--- src/include/usi_defs.svh ---
//--------------------------------------
// Bus widths, address word fields and block map
// Block numbers are 8 bit, CSR offsets 16 bit
// RAM depth must be a power of two, 2 or more
//--------------------------------------
`ifndef usiDefsSvh
`define usiDefsSvh

//--------------------------------------
// Word widths
//--------------------------------------
`define usiDataWidth 32
`define usiAdrsWidth 32

//--------------------------------------
// Address word fields
//--------------------------------------
// Command, see usiCmdE
`define usiCmdMsb 31
`define usiCmdLsb 30
// Target block number
`define usiBlockMsb 23
`define usiBlockLsb 16
// CSR offset sits in bits 15:0
`define usiCsrWidth 16

//--------------------------------------
// Block map
//--------------------------------------
`define usiGpioBlock 8'd1
`define usiRamBlock 8'd6
`define usiSlaveCount 2             // Ready vector width
// Read data of any unmapped block
`define usiSentinel 32'h1234_5678

//--------------------------------------
// Slave sizes
//--------------------------------------
`define gpioWidth 16
`define ramDepthDefault 64          // Words

`endif

--- src/usiPkg.sv ---
//--------------------------------------
// Shared types of the bus subsystem
// Field positions come from usi_defs.svh
// Command 3 is reserved and never sent
//--------------------------------------
`include "usi_defs.svh"

package usiPkg;

	// Command field of the address word
	typedef enum logic [1:0]
	{
		cmdIdle  = 2'd0,
		cmdWrite = 2'd1,
		cmdRead  = 2'd2,
		cmdRsvd  = 2'd3     // Reserved, not implemented
	} usiCmdE;

	// GPIO CSR offsets
	typedef enum logic [`usiCsrWidth-1:0]
	{
		regOut = 16'd0,     // Output level, rw
		regOe  = 16'd1,     // Output enable, rw
		regIn  = 16'd2      // Synchronized inputs, ro
	} gpioRegE;

	typedef logic [`usiBlockMsb-`usiBlockLsb:0] usiBlockT;
	typedef logic [`usiCsrWidth-1:0] usiCsrT;
	typedef logic [`usiDataWidth-1:0] usiDataT;

	//--------------------------------------
	// Address word split into its fields
	//--------------------------------------
	typedef struct packed
	{
		usiCmdE   cmd;      // 31:30
		logic [`usiCmdLsb-`usiBlockMsb-2:0] pad;    // 29:24, unused
		usiBlockT block;    // 23:16
		usiCsrT   csr;      // 15:0
	} usiAdrsT;

endpackage

--- src/usiBusIf.sv ---
//--------------------------------------
// One slave link of the interconnect
// Command and write data arrive already registered
// rdEd high means the slave takes commands
//--------------------------------------
`timescale 1ns/1ps
`include "usi_defs.svh"

interface usiBusIf;
	import usiPkg::*;

	usiDataT wd;                        // Write data
	logic [`usiAdrsWidth-1:0] adrs;     // Cmd, block, CSR offset
	usiDataT rd;                        // Registered CSR content
	logic rdEd;                         // Slave ready

	// Interconnect side
	modport master
	(
		output wd,
		output adrs,
		input  rd,
		input  rdEd
	);

	// Slave block side
	modport slave
	(
		input  wd,
		input  adrs,
		output rd,
		output rdEd
	);

endinterface

--- src/usiInterconnect.sv ---
//--------------------------------------
// Registered interconnect, one master, two slaves
// Command reaches the slaves one edge later
// Read data at the master three edges after the command
// No stall, no error response, no arbitration
// Ready bit 0 is GPIO, bit 1 is RAM
//--------------------------------------
`timescale 1ns/1ps
`include "usi_defs.svh"

module usiInterconnect
(
	input  logic iUsiClk,
	input  logic rstN,
	// Master side
	input  logic [`usiDataWidth-1:0] usiWd,
	input  logic [`usiAdrsWidth-1:0] usiAdrs,
	output usiPkg::usiDataT usiRd,
	output logic [`usiSlaveCount-1:0] usiREd,
	// Slave links
	usiBusIf.master gpioBus,
	usiBusIf.master ramBus
);
	import usiPkg::*;

	//--------------------------------------
	// Broadcast stage
	//--------------------------------------
	usiDataT wdQ;                       // Payload, no reset
	logic [`usiAdrsWidth-1:0] adrsQ;

	always_ff @(posedge iUsiClk)
	begin
		wdQ <= usiWd;
	end

	always_ff @(posedge iUsiClk or negedge rstN)
	begin
		if (!rstN)
		begin
			adrsQ <= '0;                // Command idle
		end
		else
		begin
			adrsQ <= usiAdrs;
		end
	end

	// Same copy to every slave, each slave decodes its own block
	assign gpioBus.wd   = wdQ;
	assign gpioBus.adrs = adrsQ;
	assign ramBus.wd    = wdQ;
	assign ramBus.adrs  = adrsQ;

	//--------------------------------------
	// Return stage
	//--------------------------------------
	// Block field shift, matches slave read latency
	usiBlockT blockPipe [2];

	always_ff @(posedge iUsiClk or negedge rstN)
	begin
		if (!rstN)
		begin
			blockPipe[0] <= '0;
			blockPipe[1] <= '0;
			usiRd <= '0;
			usiREd <= '0;
		end
		else
		begin
			blockPipe[0] <= usiAdrs[`usiBlockMsb:`usiBlockLsb];
			blockPipe[1] <= blockPipe[0];

			// Rd from the slave that was addressed two edges ago
			case (blockPipe[1])
				`usiGpioBlock: usiRd <= gpioBus.rd;
				`usiRamBlock:  usiRd <= ramBus.rd;
				default:       usiRd <= `usiSentinel;  // Makes decode bugs easy to spot
			endcase

			usiREd <= {ramBus.rdEd, gpioBus.rdEd};
		end
	end

	//--------------------------------------
	// Checks
	//--------------------------------------
	// Reserved command is not implemented
	assert property (@(posedge iUsiClk) disable iff (!rstN)
		usiCmdE'(usiAdrs[`usiCmdMsb:`usiCmdLsb]) != cmdRsvd)
	else
		$error("reserved command on the master address word");

	// Slaves must hold ready low through reset
	assert property (@(posedge iUsiClk)
		$rose(rstN) |=> (usiREd == '0))
	else
		$error("ready bits high right after reset release");

endmodule

--- src/gpioCsr.sv ---
//--------------------------------------
// GPIO CSR block
// Offsets 0 out, 1 output enable, 2 inputs
// Inputs pass two flops, no debounce
// Unknown offsets read zero, writes to them drop
//--------------------------------------
`timescale 1ns/1ps
`include "usi_defs.svh"

module gpioCsr
(
	input  logic iUsiClk,
	input  logic rstN,
	input  logic [`gpioWidth-1:0] gpioIn,
	output logic [`gpioWidth-1:0] gpioOut,
	output logic [`gpioWidth-1:0] gpioOe,
	usiBusIf.slave bus
);
	import usiPkg::*;

	usiAdrsT cmdWord;                   // Registered address word, split
	logic readyQ;
	logic wrHit;
	logic [`gpioWidth-1:0] inMeta;      // First sync flop
	logic [`gpioWidth-1:0] inReg;       // Second sync flop, regIn

	assign cmdWord = bus.adrs;

	// Write only when addressed and ready
	assign wrHit = readyQ && (cmdWord.cmd == cmdWrite) &&
		(cmdWord.block == `usiGpioBlock);

	//--------------------------------------
	// Control registers
	//--------------------------------------
	always_ff @(posedge iUsiClk or negedge rstN)
	begin
		if (!rstN)
		begin
			gpioOut <= '0;
			gpioOe <= '0;
			readyQ <= 1'b0;
		end
		else
		begin
			readyQ <= 1'b1;             // Ready from first edge
			if (wrHit)
			begin
				case (cmdWord.csr)
					regOut: gpioOut <= bus.wd[`gpioWidth-1:0];
					regOe:  gpioOe <= bus.wd[`gpioWidth-1:0];
					default: ;          // regIn is read-only
				endcase
			end
		end
	end

	// Input synchronizer
	always_ff @(posedge iUsiClk or negedge rstN)
	begin
		if (!rstN)
		begin
			inMeta <= '0;
			inReg <= '0;
		end
		else
		begin
			inMeta <= gpioIn;
			inReg <= inMeta;
		end
	end

	//--------------------------------------
	// Read path
	//--------------------------------------
	// Addressed CSR registered every cycle
	always_ff @(posedge iUsiClk or negedge rstN)
	begin
		if (!rstN)
		begin
			bus.rd <= '0;
		end
		else
		begin
			case (cmdWord.csr)
				regOut:  bus.rd <= usiDataT'(gpioOut);     // Zero extended
				regOe:   bus.rd <= usiDataT'(gpioOe);
				regIn:   bus.rd <= usiDataT'(inReg);
				default: bus.rd <= '0;
			endcase
		end
	end

	assign bus.rdEd = readyQ;

	// Master must never push unknown address or data here
	assert property (@(posedge iUsiClk) disable iff (!rstN)
		!$isunknown(bus.rd))
	else
		$error("GPIO read data unknown");

endmodule

--- src/scratchRam.sv ---
//--------------------------------------
// Scratch RAM slave
// ramDepth must be a power of two, 2 or more
// Offset wraps modulo ramDepth
// Not ready for ramDepth cycles after reset
//--------------------------------------
`timescale 1ns/1ps
`include "usi_defs.svh"

module scratchRam #(
	parameter int ramDepth = `ramDepthDefault
)(
	input  logic iUsiClk,
	input  logic rstN,
	usiBusIf.slave bus
);
	import usiPkg::*;

	localparam int idxWidth = $clog2(ramDepth);

	typedef enum logic
	{
		clearing,                       // Zero fill after reset
		serving
	} ramStateE;

	ramStateE state;
	usiAdrsT cmdWord;
	logic [idxWidth-1:0] clrIdx;
	logic [idxWidth-1:0] busIdx;        // Wrapped CSR offset
	logic [idxWidth-1:0] memIdx;
	usiDataT memWd;
	logic wrReq;
	logic memWe;
	usiDataT mem [ramDepth];

	assign cmdWord = bus.adrs;
	assign busIdx = cmdWord.csr[idxWidth-1:0];

	// Write command aimed at this block
	assign wrReq = (cmdWord.cmd == cmdWrite) && (cmdWord.block == `usiRamBlock);

	//--------------------------------------
	// Clear FSM
	//--------------------------------------
	always_ff @(posedge iUsiClk or negedge rstN)
	begin
		if (!rstN)
		begin
			state <= clearing;
			clrIdx <= '0;
		end
		else if (state == clearing)
		begin
			clrIdx <= clrIdx + 1'b1;
			if (clrIdx == idxWidth'(ramDepth - 1))
			begin
				state <= serving;       // Last word cleared
			end
		end
	end

	// Clear owns the write port until serving
	assign memWe = (state == clearing) || wrReq;
	assign memIdx = (state == clearing) ? clrIdx : busIdx;
	assign memWd = (state == clearing) ? '0 : bus.wd;

	//--------------------------------------
	// Storage
	//--------------------------------------
	always_ff @(posedge iUsiClk)
	begin
		if (memWe)
		begin
			mem[memIdx] <= memWd;
		end
		bus.rd <= mem[busIdx];          // Old word on same-edge write
	end

	assign bus.rdEd = (state == serving);

	// Master has to wait for ready before writing
	assert property (@(posedge iUsiClk) disable iff (!rstN)
		(state == clearing) |-> !wrReq)
	else
		$error("RAM write while clearing");

endmodule

--- src/usiSubsystem.sv ---
//--------------------------------------
// Bus subsystem top level
// Block 1 GPIO, block 6 scratch RAM
// Other blocks read the sentinel
// Read data three edges after the command
// usiREd bit 0 GPIO, bit 1 RAM
//--------------------------------------
`timescale 1ns/1ps
`include "usi_defs.svh"

module usiSubsystem
(
	input  logic iUsiClk,
	input  logic rstN,
	// Bus master
	input  logic [`usiDataWidth-1:0] usiWd,
	input  logic [`usiAdrsWidth-1:0] usiAdrs,
	output logic [`usiDataWidth-1:0] usiRd,
	output logic [`usiSlaveCount-1:0] usiREd,
	// GPIO pins
	input  logic [`gpioWidth-1:0] gpioIn,
	output logic [`gpioWidth-1:0] gpioOut,
	output logic [`gpioWidth-1:0] gpioOe
);

	//--------------------------------------
	// Slave links
	//--------------------------------------
	usiBusIf gpioBus ();
	usiBusIf ramBus ();

	// Broadcast and read-back
	usiInterconnect u_interconnect
	(
		.iUsiClk (iUsiClk),
		.rstN    (rstN),
		.usiWd   (usiWd),
		.usiAdrs (usiAdrs),
		.usiRd   (usiRd),
		.usiREd  (usiREd),
		.gpioBus (gpioBus.master),
		.ramBus  (ramBus.master)
	);

	gpioCsr u_gpioCsr
	(
		.iUsiClk (iUsiClk),
		.rstN    (rstN),
		.gpioIn  (gpioIn),
		.gpioOut (gpioOut),
		.gpioOe  (gpioOe),
		.bus     (gpioBus.slave)
	);

	scratchRam #(
		.ramDepth (`ramDepthDefault)
	) u_scratchRam (
		.iUsiClk (iUsiClk),
		.rstN    (rstN),
		.bus     (ramBus.slave)
	);

endmodule

--- config.mk ---
export PLATFORM = sky130hd
export DESIGN_NAME = usiSubsystem
export DESIGN_NICKNAME = d
export VERILOG_FILES = /design/src/usiPkg.sv /design/src/usiBusIf.sv /design/src/usiInterconnect.sv /design/src/gpioCsr.sv /design/src/scratchRam.sv /design/src/usiSubsystem.sv
export VERILOG_INCLUDE_DIRS = /design/src /design/src/include
export SDC_FILE = /design/constraint.sdc
export NUM_CORES = 2
export LEC_CHECK = 0
export CORE_ASPECT_RATIO = 1.75
export CORE_MARGIN = 5
export CORE_UTILIZATION = 55
export DETAILED_ROUTE_END_ITERATION = 10
export DONT_BUFFER_PORTS = 1
export GPL_ROUTABILITY_DRIVEN = 0
export PLACE_DENSITY = 0.79
export SYNTH_ARGS = -nofsm -noshare
export SYNTH_HDL_FRONTEND = slang
export SYNTH_HIERARCHICAL = 1
export SYNTH_SLANG_ARGS = --single-unit
--- constraint.sdc ---
create_clock -name iUsiClk -period 5 [get_ports iUsiClk]
set_input_delay 0 -clock iUsiClk [delete_from_list [all_inputs] [get_ports iUsiClk]]
set_output_delay 0 -clock iUsiClk [all_outputs]
set_load 0.02 [all_outputs]
==> run summary <==
gr ovfl total - 0
Resized Gates After CTS - 0
CORE AREA - 155,000 sq um
area of the mapped netlist - 85,600 sq um
DRC errors left - 0
Max FO, Critical Path - 20
Final Max Slew Viols - 0
DRT iter0 DRCs - 6,834
DIE WIDTH - 308 microns
Mean Syn Cell Area - 21.4 sq um
Lkg Pwr - 25.6 nW
DP HPWL - 130,000 microns
Crit path buffers/inverters - 1
commonest non-fill, non-tap cell in the layout - edfxtp_1
pwr dens - 382 nW/um^2
Syn. warnings - 6
vias per inst - 6.90
CTS HTree Levels - 4
clock sink count - 2,268
Hold EP - u_interconnect/gpioBus.wd[16]
CTS tree - built
GRT Total Usage - 0.283
post-CTS setup buffer count - 0
clock slew at reported path FFs - 0.08 ns
WL final - 234,000 microns
Setup violations, final - 0
Top delay family on crit path - simple AND/OR/NAND/NOR gates
most frequent cells in the layout - edfxtp_1, mux4_2, clkbuf_16
layout cells sized above 1 - 0.255
Hold Path Class - in2reg
full die area - 164,000 sq um
Reg2Reg Depth - 6
Worst R2R End - u_scratchRam/mem[3][17]
Tmin final - 3.98 ns
Top Ports - 148
setup repair after global routing missed its margin - false
CTS Hold Buffers Added - 152
GR Util met3 - 0.0563
Initial Util - 0.553
fmax - 251 MHz
Setup CP Type - reg2reg
Mapped Cells - 3,998
CTS Buf Count - 186
CP Capture Type - flop
DIE HEIGHT - 532 microns
wire per inst - 36.6 microns
critical path launch point type - flop
Detail Route Antenna Nets - 0
Slew HR - 0.0638
total power draw - 36.7 mW
max cap viols - 0
worst-case vdd ir drop - 351 uV
Port-buffer cells - 0
status - finished, final reports clean
Skew-Pair Late Insertion Delay - 0.84 ns
vias - 44.2k
final setup TNS - 0 ns
final-report hold violation count - 0
Nets - 4,299
initial antenna violation count - 13
Crit-path slowest cell - nor2_4
Worst EP required - 5.49 ns
site row count - 191
worst hold stages - 2
fraction of met1 tracks used by global routing - 0.321
Worst-Margin Slew - 1.40 ns
Reg-to-Reg Start - u_interconnect/blockPipe[10]
worst hold slack - 0.248 ns
Worst Hold Launch - usiWd[16]
Setup Skew - 0.0476 ns
Area Growth Syn to Fin - 12.3%
vias in the first global route - 45.9k
final worst-path cycle share - 0.796
Placed Instances - 5,902
Arr. time, crit path - 4.47 ns
clock root buffer master - clkbuf_16
first-pass GRT wire length - 333,000 microns
crit-path cells - nor4bb_1 -> nand3_1 -> o22ai_1 -> nand2_1 -> nor2_4 -> buf_4
largest net degree at the start of global routing - 157
Critical Path Max Stage Delay - 0.93 ns
most used routing layer - met2
non-filler instance count after layout - 6,399
CTS max path bufs - 4
GR Util met2 - 0.481
R2R Setup Slk - 1.02 ns
DRT Pass-1 Iters - 6
sequential cells by signal, summed over array words and instances, names as in the netlist:
name / flops
u_scratchRam/mem: 2048
u_interconnect/gpioBus.wd: 32
u_interconnect/usiRd: 32
u_scratchRam/bus.rd: 32
u_interconnect/gpioBus.adrs: 19
u_gpioCsr/bus.rd: 16
u_gpioCsr/gpioOe: 16
u_gpioCsr/gpioOut: 16
u_gpioCsr/inMeta: 16
u_gpioCsr/inReg: 16
u_interconnect/blockPipe: 15
u_scratchRam/clrIdx: 6
u_interconnect/usiREd: 2
u_gpioCsr/bus.rdEd: 1
u_scratchRam/bus.rdEd: 1
per-stage QoR:
step	worst slack [ns]	cell area, sq um	util
floorplan	1.34	85700	-
global placement	1.37	88400	0.571
detailed placement	1.19	88400	0.571
CTS	1.12	96100	0.621
global route	0.920	96100	0.621
finish	1.02	96100	0.621
final cells by class:
class	count	area [sq um]
inverter	15	56.3
antenna	8	20.0
tap	2026	2530
clock buffer	234	5010
fill	9560	58700
timing repair buffer	306	2940
multi-input combinational	1439	17700
sequential	2268	66700
clock inverter	103	1180
report_power, final:
group | internal [mW] | switching (mW) | total (mW)
Sequential | 20.4 | 0.126 | 20.5
Clock | 8.38 | 6.74 | 15.1
Combinational | 0.382 | 0.636 | 1.02
worst max-delay path by stage:
| stage | from | to | slack, ns | cells after the start |
|---|---|---|---|---|
| finish | u_interconnect/blockPipe[10] | u_scratchRam/mem[3][17] | 1.02 | 6 |
| global route | u_interconnect/blockPipe[8] | u_scratchRam/mem[3][20] | 0.92 | 6 |
| CTS | u_interconnect/blockPipe[8] | u_scratchRam/mem[3][31] | 1.12 | 6 |
| detailed placement | u_interconnect/blockPipe[11] | u_scratchRam/mem[3][17] | 1.19 | 6 |
| global placement | u_interconnect/blockPipe[11] | u_scratchRam/mem[3][23] | 1.37 | 6 |
| floorplan | u_interconnect/gpioBus.adrs[1] | u_scratchRam/mem[32][0] | 1.34 | 9 |
worst reg2reg max path, cell delays in order (launching register included):
cell and delay (ns):
dfrtp_1 0.39, nor4bb_1 0.41, nand3_1 0.42, o22ai_1 0.50, nand2_1 0.55, nor2_4 0.93, buf_4 0.43
layer usage:
metal,vias up,part of all wire,routed length [microns]
met5,-,0.00025,58
met4,8,0.090,21200
met3,954,0.11,25100
met2,3616,0.51,119000
met1,22700,0.29,68800
li1,16900,-,-
No activity file was read; power rests on OpenSTA's default activity.
